[config.mk]
export PLATFORM = sky130hd
export DESIGN_NAME = uartLink
export DESIGN_NICKNAME = d
export VERILOG_FILES = /design/src/uartCfgPkg.sv /design/src/uartTypesPkg.sv /design/src/uartBitTimer.sv /design/src/uartTx.sv /design/src/uartRx.sv /design/src/uartLink.sv
export SDC_FILE = /design/constraint.sdc
export NUM_CORES = 1
export LEC_CHECK = 0
export BUFFER_PORTS_ARGS = -buffer_cell sky130_fd_sc_hd__buf_2
export CAP_MARGIN = 20
export CORE_MARGIN = 3
export CORE_UTILIZATION = 62
export DETAILED_ROUTE_END_ITERATION = 6
export PLACE_DENSITY_LB_ADDON = 0.1
export REMOVE_ABC_BUFFERS = 1
export SYNTH_ARGS = -nofsm -noshare
export SYNTH_HDL_FRONTEND = slang
export SYNTH_SLANG_ARGS = --single-unit
[constraint.sdc]
create_clock -name r_Clock -period 5.65 [get_ports r_Clock]
set_clock_uncertainty 0.2 [all_clocks]
set_input_delay 0.8475 -clock r_Clock [delete_from_list [all_inputs] [get_ports r_Clock]]
set_output_delay 0.8475 -clock r_Clock [all_outputs]
set_load 0.05 [all_outputs]
[src/uartCfgPkg.sv]
// UART configuration package
// Bit timing and frame format for a 10 MHz clock at 115200 baud
package uartCfgPkg;

  //////////////////////////////////////////////////
  // Bit timing
  //////////////////////////////////////////////////

  // 10 MHz / 115200 baud, rounded to 87 clocks per bit
  localparam int cClksPerBit = 87;
  // Clocks from the start-bit edge to its middle
  localparam int cHalfBit    = cClksPerBit / 2;
  // Counter width, must hold cClksPerBit - 1
  localparam int cCntWidth   = 7;

  //////////////////////////////////////////////////
  // Frame format, 8N1
  //////////////////////////////////////////////////
  localparam int cDataBits   = 8;
  // Width of the data bit index in Tx and Rx
  localparam int cBitIdxWidth = $clog2(cDataBits);

endpackage

[src/uartTypesPkg.sv]
// UART state types
// FSM encodings shared by the transmitter, receiver and assertions
package uartTypesPkg;

  //////////////////////////////////////////////////
  // Transmitter FSM
  //////////////////////////////////////////////////
  typedef enum logic [2:0] {
    txIdle  = 3'd0,  // Line high, waiting for i_txDv
    txStart = 3'd1,  // Start bit on the line
    txData  = 3'd2,  // Data bits, LSB first
    txStop  = 3'd3,  // Stop bit on the line
    txDone  = 3'd4   // One cycle, done strobe
  } txState_t;

  //////////////////////////////////////////////////
  // Receiver FSM
  //////////////////////////////////////////////////
  typedef enum logic [2:0] {
    rxIdle   = 3'd0,  // Waiting for a falling edge
    rxStart  = 3'd1,  // Waiting for mid start bit
    rxData   = 3'd2,  // Sampling data bits
    rxStop   = 3'd3,  // Waiting for mid stop bit
    rxReport = 3'd4   // One cycle, valid or framing error
  } rxState_t;

endpackage

[src/uartBitTimer.sv]
// UART bit timer
// Down-counter giving one tick per serial bit, first tick optionally at half a bit
module uartBitTimer
  import uartCfgPkg::*;
(
  input  logic r_Clock,
  input  logic i_rst,
  input  logic i_restart,
  input  logic i_half,
  output logic o_tick
);

  // Clocks left in the current bit, tick on zero
  logic [cCntWidth-1:0] bitCnt;

  always_ff @(posedge r_Clock)
  begin
    if (i_rst)
    begin
      bitCnt <= cCntWidth'(cClksPerBit - 1);
    end
    else if (i_restart)
    begin
      // Half mode lands the first tick in the middle of a bit
      if (i_half)
        bitCnt <= cCntWidth'(cHalfBit - 1);
      else
        bitCnt <= cCntWidth'(cClksPerBit - 1);
    end
    else if (bitCnt == '0)
    begin
      // Expired, every later bit is a full bit
      bitCnt <= cCntWidth'(cClksPerBit - 1);
    end
    else
    begin
      bitCnt <= bitCnt - 1'b1;
    end
  end

  // One-cycle tick on the last clock of the period
  assign o_tick = (bitCnt == '0);

endmodule

[src/uartTx.sv]
// UART transmitter
// Serializes one byte into an 8N1 frame, LSB first, with active and done flags
module uartTx
  import uartCfgPkg::*;
  import uartTypesPkg::*;
(
  input  logic       r_Clock,
  input  logic       i_rst,
  input  logic       i_txDv,
  input  logic [7:0] i_txByte,
  output logic       o_txSerial,
  output logic       o_txActive,
  output logic       o_txDone
);

  txState_t                 state;
  logic                     accept;
  logic                     bitTick;
  logic [cBitIdxWidth-1:0]  bitIdx;
  logic [cDataBits-1:0]     txShift;
  logic                     serialReg;

  // Strobe only counts while idle, otherwise dropped
  assign accept = (state == txIdle) && i_txDv;

  //////////////////////////////////////////////////
  // Bit timing
  //////////////////////////////////////////////////

  // Timer restarts on the accepting edge, start bit lasts a full bit
  uartBitTimer txTimer0 (
    .r_Clock   (r_Clock),
    .i_rst     (i_rst),
    .i_restart (accept),
    .i_half    (1'b0),
    .o_tick    (bitTick)
  );

  //////////////////////////////////////////////////
  // FSM and line driver
  //////////////////////////////////////////////////
  always_ff @(posedge r_Clock)
  begin
    if (i_rst)
    begin
      state     <= txIdle;
      serialReg <= 1'b1;
      bitIdx    <= '0;
    end
    else
    begin
      case (state)
        txIdle:
          if (accept)
          begin
            // Start bit goes out on the next cycle
            serialReg <= 1'b0;
            state     <= txStart;
          end
        txStart:
          if (bitTick)
          begin
            serialReg <= txShift[0];
            bitIdx    <= '0;
            state     <= txData;
          end
        txData:
          if (bitTick)
          begin
            if (bitIdx == cBitIdxWidth'(cDataBits - 1))
            begin
              // Last data bit done, stop bit high
              serialReg <= 1'b1;
              state     <= txStop;
            end
            else
            begin
              serialReg <= txShift[0];
              bitIdx    <= bitIdx + 1'b1;
            end
          end
        txStop:
          if (bitTick)
            state <= txDone;
        txDone:
          state <= txIdle;
        default:
          state <= txIdle;
      endcase
    end
  end

  // Shift register, bit 0 is always the next bit to send
  always_ff @(posedge r_Clock)
  begin
    if (accept)
      txShift <= i_txByte;
    else if (bitTick && (state == txStart || state == txData))
      txShift <= txShift >> 1;
  end

  assign o_txSerial = serialReg;
  // Active over start, data and stop bits
  assign o_txActive = (state == txStart) || (state == txData) || (state == txStop);
  // Done lands on the cycle the stop bit ends
  assign o_txDone   = (state == txDone);

endmodule

[src/uartRx.sv]
// UART receiver
// Finds the start edge, samples mid-bit and flags valid bytes or framing errors
module uartRx
  import uartCfgPkg::*;
  import uartTypesPkg::*;
(
  input  logic       r_Clock,
  input  logic       i_rst,
  input  logic       i_rxSerial,
  output logic       o_rxDv,
  output logic [7:0] o_rxByte,
  output logic       o_rxFrameErr
);

  rxState_t                 state;
  logic                     rxMeta;
  logic                     rxSync;
  logic                     rxPrev;
  logic                     fallEdge;
  logic                     startDet;
  logic                     bitTick;
  logic [cBitIdxWidth-1:0]  bitIdx;
  logic [cDataBits-1:0]     rxShift;
  logic                     stopOk;

  //////////////////////////////////////////////////
  // Input synchronizer and edge detect
  //////////////////////////////////////////////////

  // Line idles high, so the chain resets high
  always_ff @(posedge r_Clock)
  begin
    if (i_rst)
    begin
      rxMeta <= 1'b1;
      rxSync <= 1'b1;
      rxPrev <= 1'b1;
    end
    else
    begin
      rxMeta <= i_rxSerial;
      rxSync <= rxMeta;
      rxPrev <= rxSync;
    end
  end

  assign fallEdge = rxPrev && !rxSync;
  // A held-low line after a bad frame does not retrigger
  assign startDet = (state == rxIdle) && fallEdge;

  // Half-bit restart puts every later tick at mid-bit
  uartBitTimer rxTimer0 (
    .r_Clock   (r_Clock),
    .i_rst     (i_rst),
    .i_restart (startDet),
    .i_half    (1'b1),
    .o_tick    (bitTick)
  );

  //////////////////////////////////////////////////
  // Receive FSM
  //////////////////////////////////////////////////
  always_ff @(posedge r_Clock)
  begin
    if (i_rst)
    begin
      state    <= rxIdle;
      bitIdx   <= '0;
      stopOk   <= 1'b0;
      o_rxByte <= '0;
    end
    else
    begin
      case (state)
        rxIdle:
          if (startDet)
            state <= rxStart;
        rxStart:
          if (bitTick)
          begin
            // Still low at mid-bit means a real start bit
            if (!rxSync)
            begin
              bitIdx <= '0;
              state  <= rxData;
            end
            else
              state <= rxIdle;
          end
        rxData:
          if (bitTick)
          begin
            if (bitIdx == cBitIdxWidth'(cDataBits - 1))
              state <= rxStop;
            else
              bitIdx <= bitIdx + 1'b1;
          end
        rxStop:
          if (bitTick)
          begin
            // Byte is published either way, the strobe tells which
            stopOk   <= rxSync;
            o_rxByte <= rxShift;
            state    <= rxReport;
          end
        rxReport:
          state <= rxIdle;
        default:
          state <= rxIdle;
      endcase
    end
  end

  // LSB arrives first, so shift in from the top
  always_ff @(posedge r_Clock)
  begin
    if (bitTick && state == rxData)
      rxShift <= {rxSync, rxShift[cDataBits-1:1]};
  end

  // Exactly one of the two strobes for one cycle per frame
  assign o_rxDv       = (state == rxReport) && stopOk;
  assign o_rxFrameErr = (state == rxReport) && !stopOk;

endmodule

[src/uartLink.sv]
// UART link top level
// One transmitter and one receiver, each with its own bit timer
module uartLink (
  input  logic       r_Clock,
  input  logic       i_rst,
  // Transmit side
  input  logic       i_txDv,
  input  logic [7:0] i_txByte,
  output logic       o_txSerial,
  output logic       o_txActive,
  output logic       o_txDone,
  // Receive side
  input  logic       i_rxSerial,
  output logic       o_rxDv,
  output logic [7:0] o_rxByte,
  output logic       o_rxFrameErr
);

  //////////////////////////////////////////////////
  // Transmitter
  //////////////////////////////////////////////////
  uartTx tx0 (
    .r_Clock    (r_Clock),
    .i_rst      (i_rst),
    .i_txDv     (i_txDv),
    .i_txByte   (i_txByte),
    .o_txSerial (o_txSerial),
    .o_txActive (o_txActive),
    .o_txDone   (o_txDone)
  );

  //////////////////////////////////////////////////
  // Receiver, independent of the transmitter
  //////////////////////////////////////////////////
  uartRx rx0 (
    .r_Clock      (r_Clock),
    .i_rst        (i_rst),
    .i_rxSerial   (i_rxSerial),
    .o_rxDv       (o_rxDv),
    .o_rxByte     (o_rxByte),
    .o_rxFrameErr (o_rxFrameErr)
  );

endmodule

==> summary.md <==
| Metric | Value |
|---|---|
| Max-Cap Viols | 0 |
| Rows | 21 |
| H-tree depth | 2 |
| Syn_area_per_cell | 11.1 sq um |
| Num ports | 25 |
| PwrDens | 268 nW/um^2 |
| Critical-path top delay cell | dfxtp_1 |
| FF-to-FF path depth | 6 |
| Kind of critical path | flop to primary output |
| Final setup fails | 0 |
| Total Power | 0.695 mW |
| Reg-to-Reg End | rx0.o_rxByte[1] |
| CTS sink count | 55 |
| Post-DP HPWL | 3050 microns |
| EDFF count, synth | 16 |
| Mapped Area | 2370 sq um |
| Port Buffer Count | 24 |
| Cell chain of the critical path | inv_1 > nor4b_1 > buf_2 |
| DRC | 0 |
| Vias/cell | 5.66 |
| Worst min-delay path class | flop to flop |
| Worst EP required | 4600 ps |
| Asr flop ratio synth | 0% |
| Hold Fails Final Rpt | 0 |
| Hold depth | 1 |
| Status | completed |
| Resized Gates After CTS | 0 |
| Fmax achieved | 0.374 GHz |
| GPL Wtd Cong | 0.837 |
| Via Count | 1603 |
| Worst Max-Slew Pin Slew | 635 ps |
| Hold path start | rx0.rxMeta |
| Multi-input gate area | 1040 sq um |
| Register area | 1260 sq um |
| Hold-fix buffers, CTS | 0 |
| Core box area | 3490 sq um |
| Net Switching | 0.165 mW |
| Fraction of layout instances using a drive strength above 1 | 24.1% |
| Slew margin rel. | 57.5% |
| Largest net degree at the start of global routing | 28 |
| Die Area | 4600 sq um |
| Reg2Reg Setup Slack | 3310 ps |
| Die width | 67.9 microns |
| Per-cell routed wire length | 15.1 microns |
| Initial DRT Pass Iterations | 4 |
| Ant diodes | 0 |
| Finished Layout Cells | 283 |
| CTS tree | built |
| Worst hold endpoint | rx0.rxSync |
| Root buf cell | clkbuf_8 |
| Buffers and inverters on the worst path | 2 |
| Switch share | 23.7% |
| Reg2Reg Launch Point | rx0.rxTimer0.bitCnt[0] |
| DR iter-0 viols | 86 |
| WP data arrival | 1630 ps |
| Tmin final | 2680 ps |
| Top FF cell, synth | dfxtp_1 |
| Fin nets | 256 |
| Slew Limit Fails | 0 |
| FILL cells | 249 |
| RSZ-0062 raised after global routing | false |
| Routed WL | 4270 microns |
| Antenna violations before repair | 0 |
| CP endpoint kind | primary output |
| Placed Instances | 274 |
| Initial Util | 67.9% |
| Yosys reg bits | 55 |
| First-pass GRT wire length | 7220 microns |
| Worst Setup Start Kind | flop |
| CTS Buf Count | 5 |
| Flop pwr share | 62.4% |
| Gr ovfl total | 0 |
| Distinct cells, synth | 50 |
| Cell family with most CP delay | flip-flops |
| Crit path largest cell delay | 500 ps |
| Clk_lat worst skew | 300 ps |
| Yosys warns | 0 |
| CP Max Fanout | 7 |
| Clk pwr share | 29.5% |
| GRT Total Usage | 21.3% |
| Final Cycle Share | 47.4% |
| Static leakage | 1.13 nW |
| Final setup TNS | 0 ps |
| Mapped Cells | 213 |
| Die height | 67.9 microns |
| Antenna-violating nets left | 0 |
| CTS clock-pin slew for the worst setup and hold paths | 90 ps |
| Seq/Total Area, Yosys | 53.2% |
| Area Growth Syn to Fin | 9.44% |
| Pint | 0.530 mW |
| Vias in the first global route | 1565 |
| Combinational power share | 8.1% |
| CTS Buffer Depth | 2 |
| IR drop worst, VDD | 203 uV |
| Post CTS Setup Buffer Count | 0 |
[per-stage QoR]
step | worst slack (ps) | area (sq um) | hold slack (ps) | utilization (%)
after global routing | 2860 | 2600 | 242 | 74.3
after CTS | 2990 | 2590 | 219 | 74.1
after detailed placement | 2730 | 2510 | 196 | 71.8
after floorplan | 2370 | 2330 | 189 | -
after global placement | 2880 | 2510 | 192 | 71.8
final | 2970 | 2600 | 224 | 74.3
[state kept, by name, indices dropped and copies added (netlist names), 3 cells and up]
signal	flops
rx0.bitIdx	3
rx0.o_rxByte	8
rx0.rxShift	8
rx0.rxTimer0.bitCnt	7
rx0.state	3
tx0.bitIdx	3
tx0.state	3
tx0.txShift	8
tx0.txTimer0.bitCnt	7
[cell type report]
class,count,share of cell area (%)
repair buffers,25,4.82
clock inverters,3,0.578
flip-flops and latches,55,48.6
clock buffers,5,2.65
well taps,46,2.22
inverters,7,1.01
multi-input cells,142,40.1
[layout by cell type, fill, tap and decap left out, types with 7 or more instances in the layout]
cell / Yosys / routed
nor3_1: 7 / 7
mux2_2: 8 / 8
ha_1: 8 / 8
inv_1: 7 / 7
dfxtp_1: 39 / 39
edfxtp_1: 16 / 16
buf_2: 4 / 25
nor2_1: 25 / 25
mux2i_1: 12 / 12
nand2_1: 11 / 11
[synth_stat cells (2+ instances only)]
| cell | number | share of area [%] |
|---|---|---|
| dfxtp_1 | 39 | 33 |
| nor2_1 | 25 | 4.0 |
| edfxtp_1 | 16 | 20 |
| mux2i_1 | 12 | 5.1 |
| nand2_1 | 11 | 1.7 |
| ha_1 | 8 | 4.2 |
| mux2_2 | 8 | 3.8 |
| inv_1 | 7 | 1.1 |
| nor3_1 | 7 | 1.5 |
| a21oi_1 | 6 | 1.3 |
| xor2_1 | 6 | 2.2 |
| nand3_1 | 5 | 1.1 |
| buf_2 | 4 | 0.84 |
| clkbuf_1 | 4 | 0.63 |
| nor2b_1 | 4 | 1.1 |
| a21o_1 | 3 | 0.95 |
| nand2b_1 | 3 | 0.79 |
| o21ai_0 | 3 | 0.63 |
| or2_2 | 3 | 0.79 |
| xnor2_1 | 3 | 1.1 |
| a22o_1 | 2 | 0.74 |
| nand4_1 | 2 | 0.53 |
| nor3b_1 | 2 | 0.63 |
| o31ai_1 | 2 | 0.63 |
| or3_1 | 2 | 0.53 |
| or4_1 | 2 | 0.63 |
[worst max-delay path by stage]
stage,start,end,slack (ps),cells past startpoint
global placement,i_txDv,tx0.txShift[7],2880,4
global route,rx0.state[2],o_rxDv,2860,3
finish,rx0.state[2],o_rxDv,2970,3
floorplan,rx0.state[2],o_rxDv,2370,2
CTS,rx0.state[2],o_rxDv,2990,3
detailed placement,i_txDv,tx0.o_txSerial,2730,5
[cell families after synthesis]
logic type	Yosys count	synth area share (%)
muxes	21	9.49
and+or+nand+nor	78	18.3
AOI/OAI and AO/OA	26	8.60
xor gates and xnor gates	9	3.32
adders and majority gates	8	4.22
DFF	55	53.2
buffers and inverters	16	2.90
[layer usage]
metal  up-vias  part of all wire (%)  track usage (%)
met5         -                     0                0
met4         0                   1.5             9.18
met3         7                   4.5             4.27
met2        38                    48             34.3
met1       759                    46             27.8
li1        799                     -                -
[power groups by stage]
| stage | registers (mW) | logic [mW] | clock network [mW] |
|---|---|---|---|
| finish | 0.434 | 0.0562 | 0.205 |
| global route | 0.436 | 0.0629 | 0.227 |
| CTS | 0.433 | 0.0558 | 0.210 |
| detailed placement | 0.442 | 0.0556 | 0 |
| global placement | 0.441 | 0.0509 | 0 |
| floorplan | 0.441 | 0.0374 | 0 |
(Power assumes the default switching activity.)
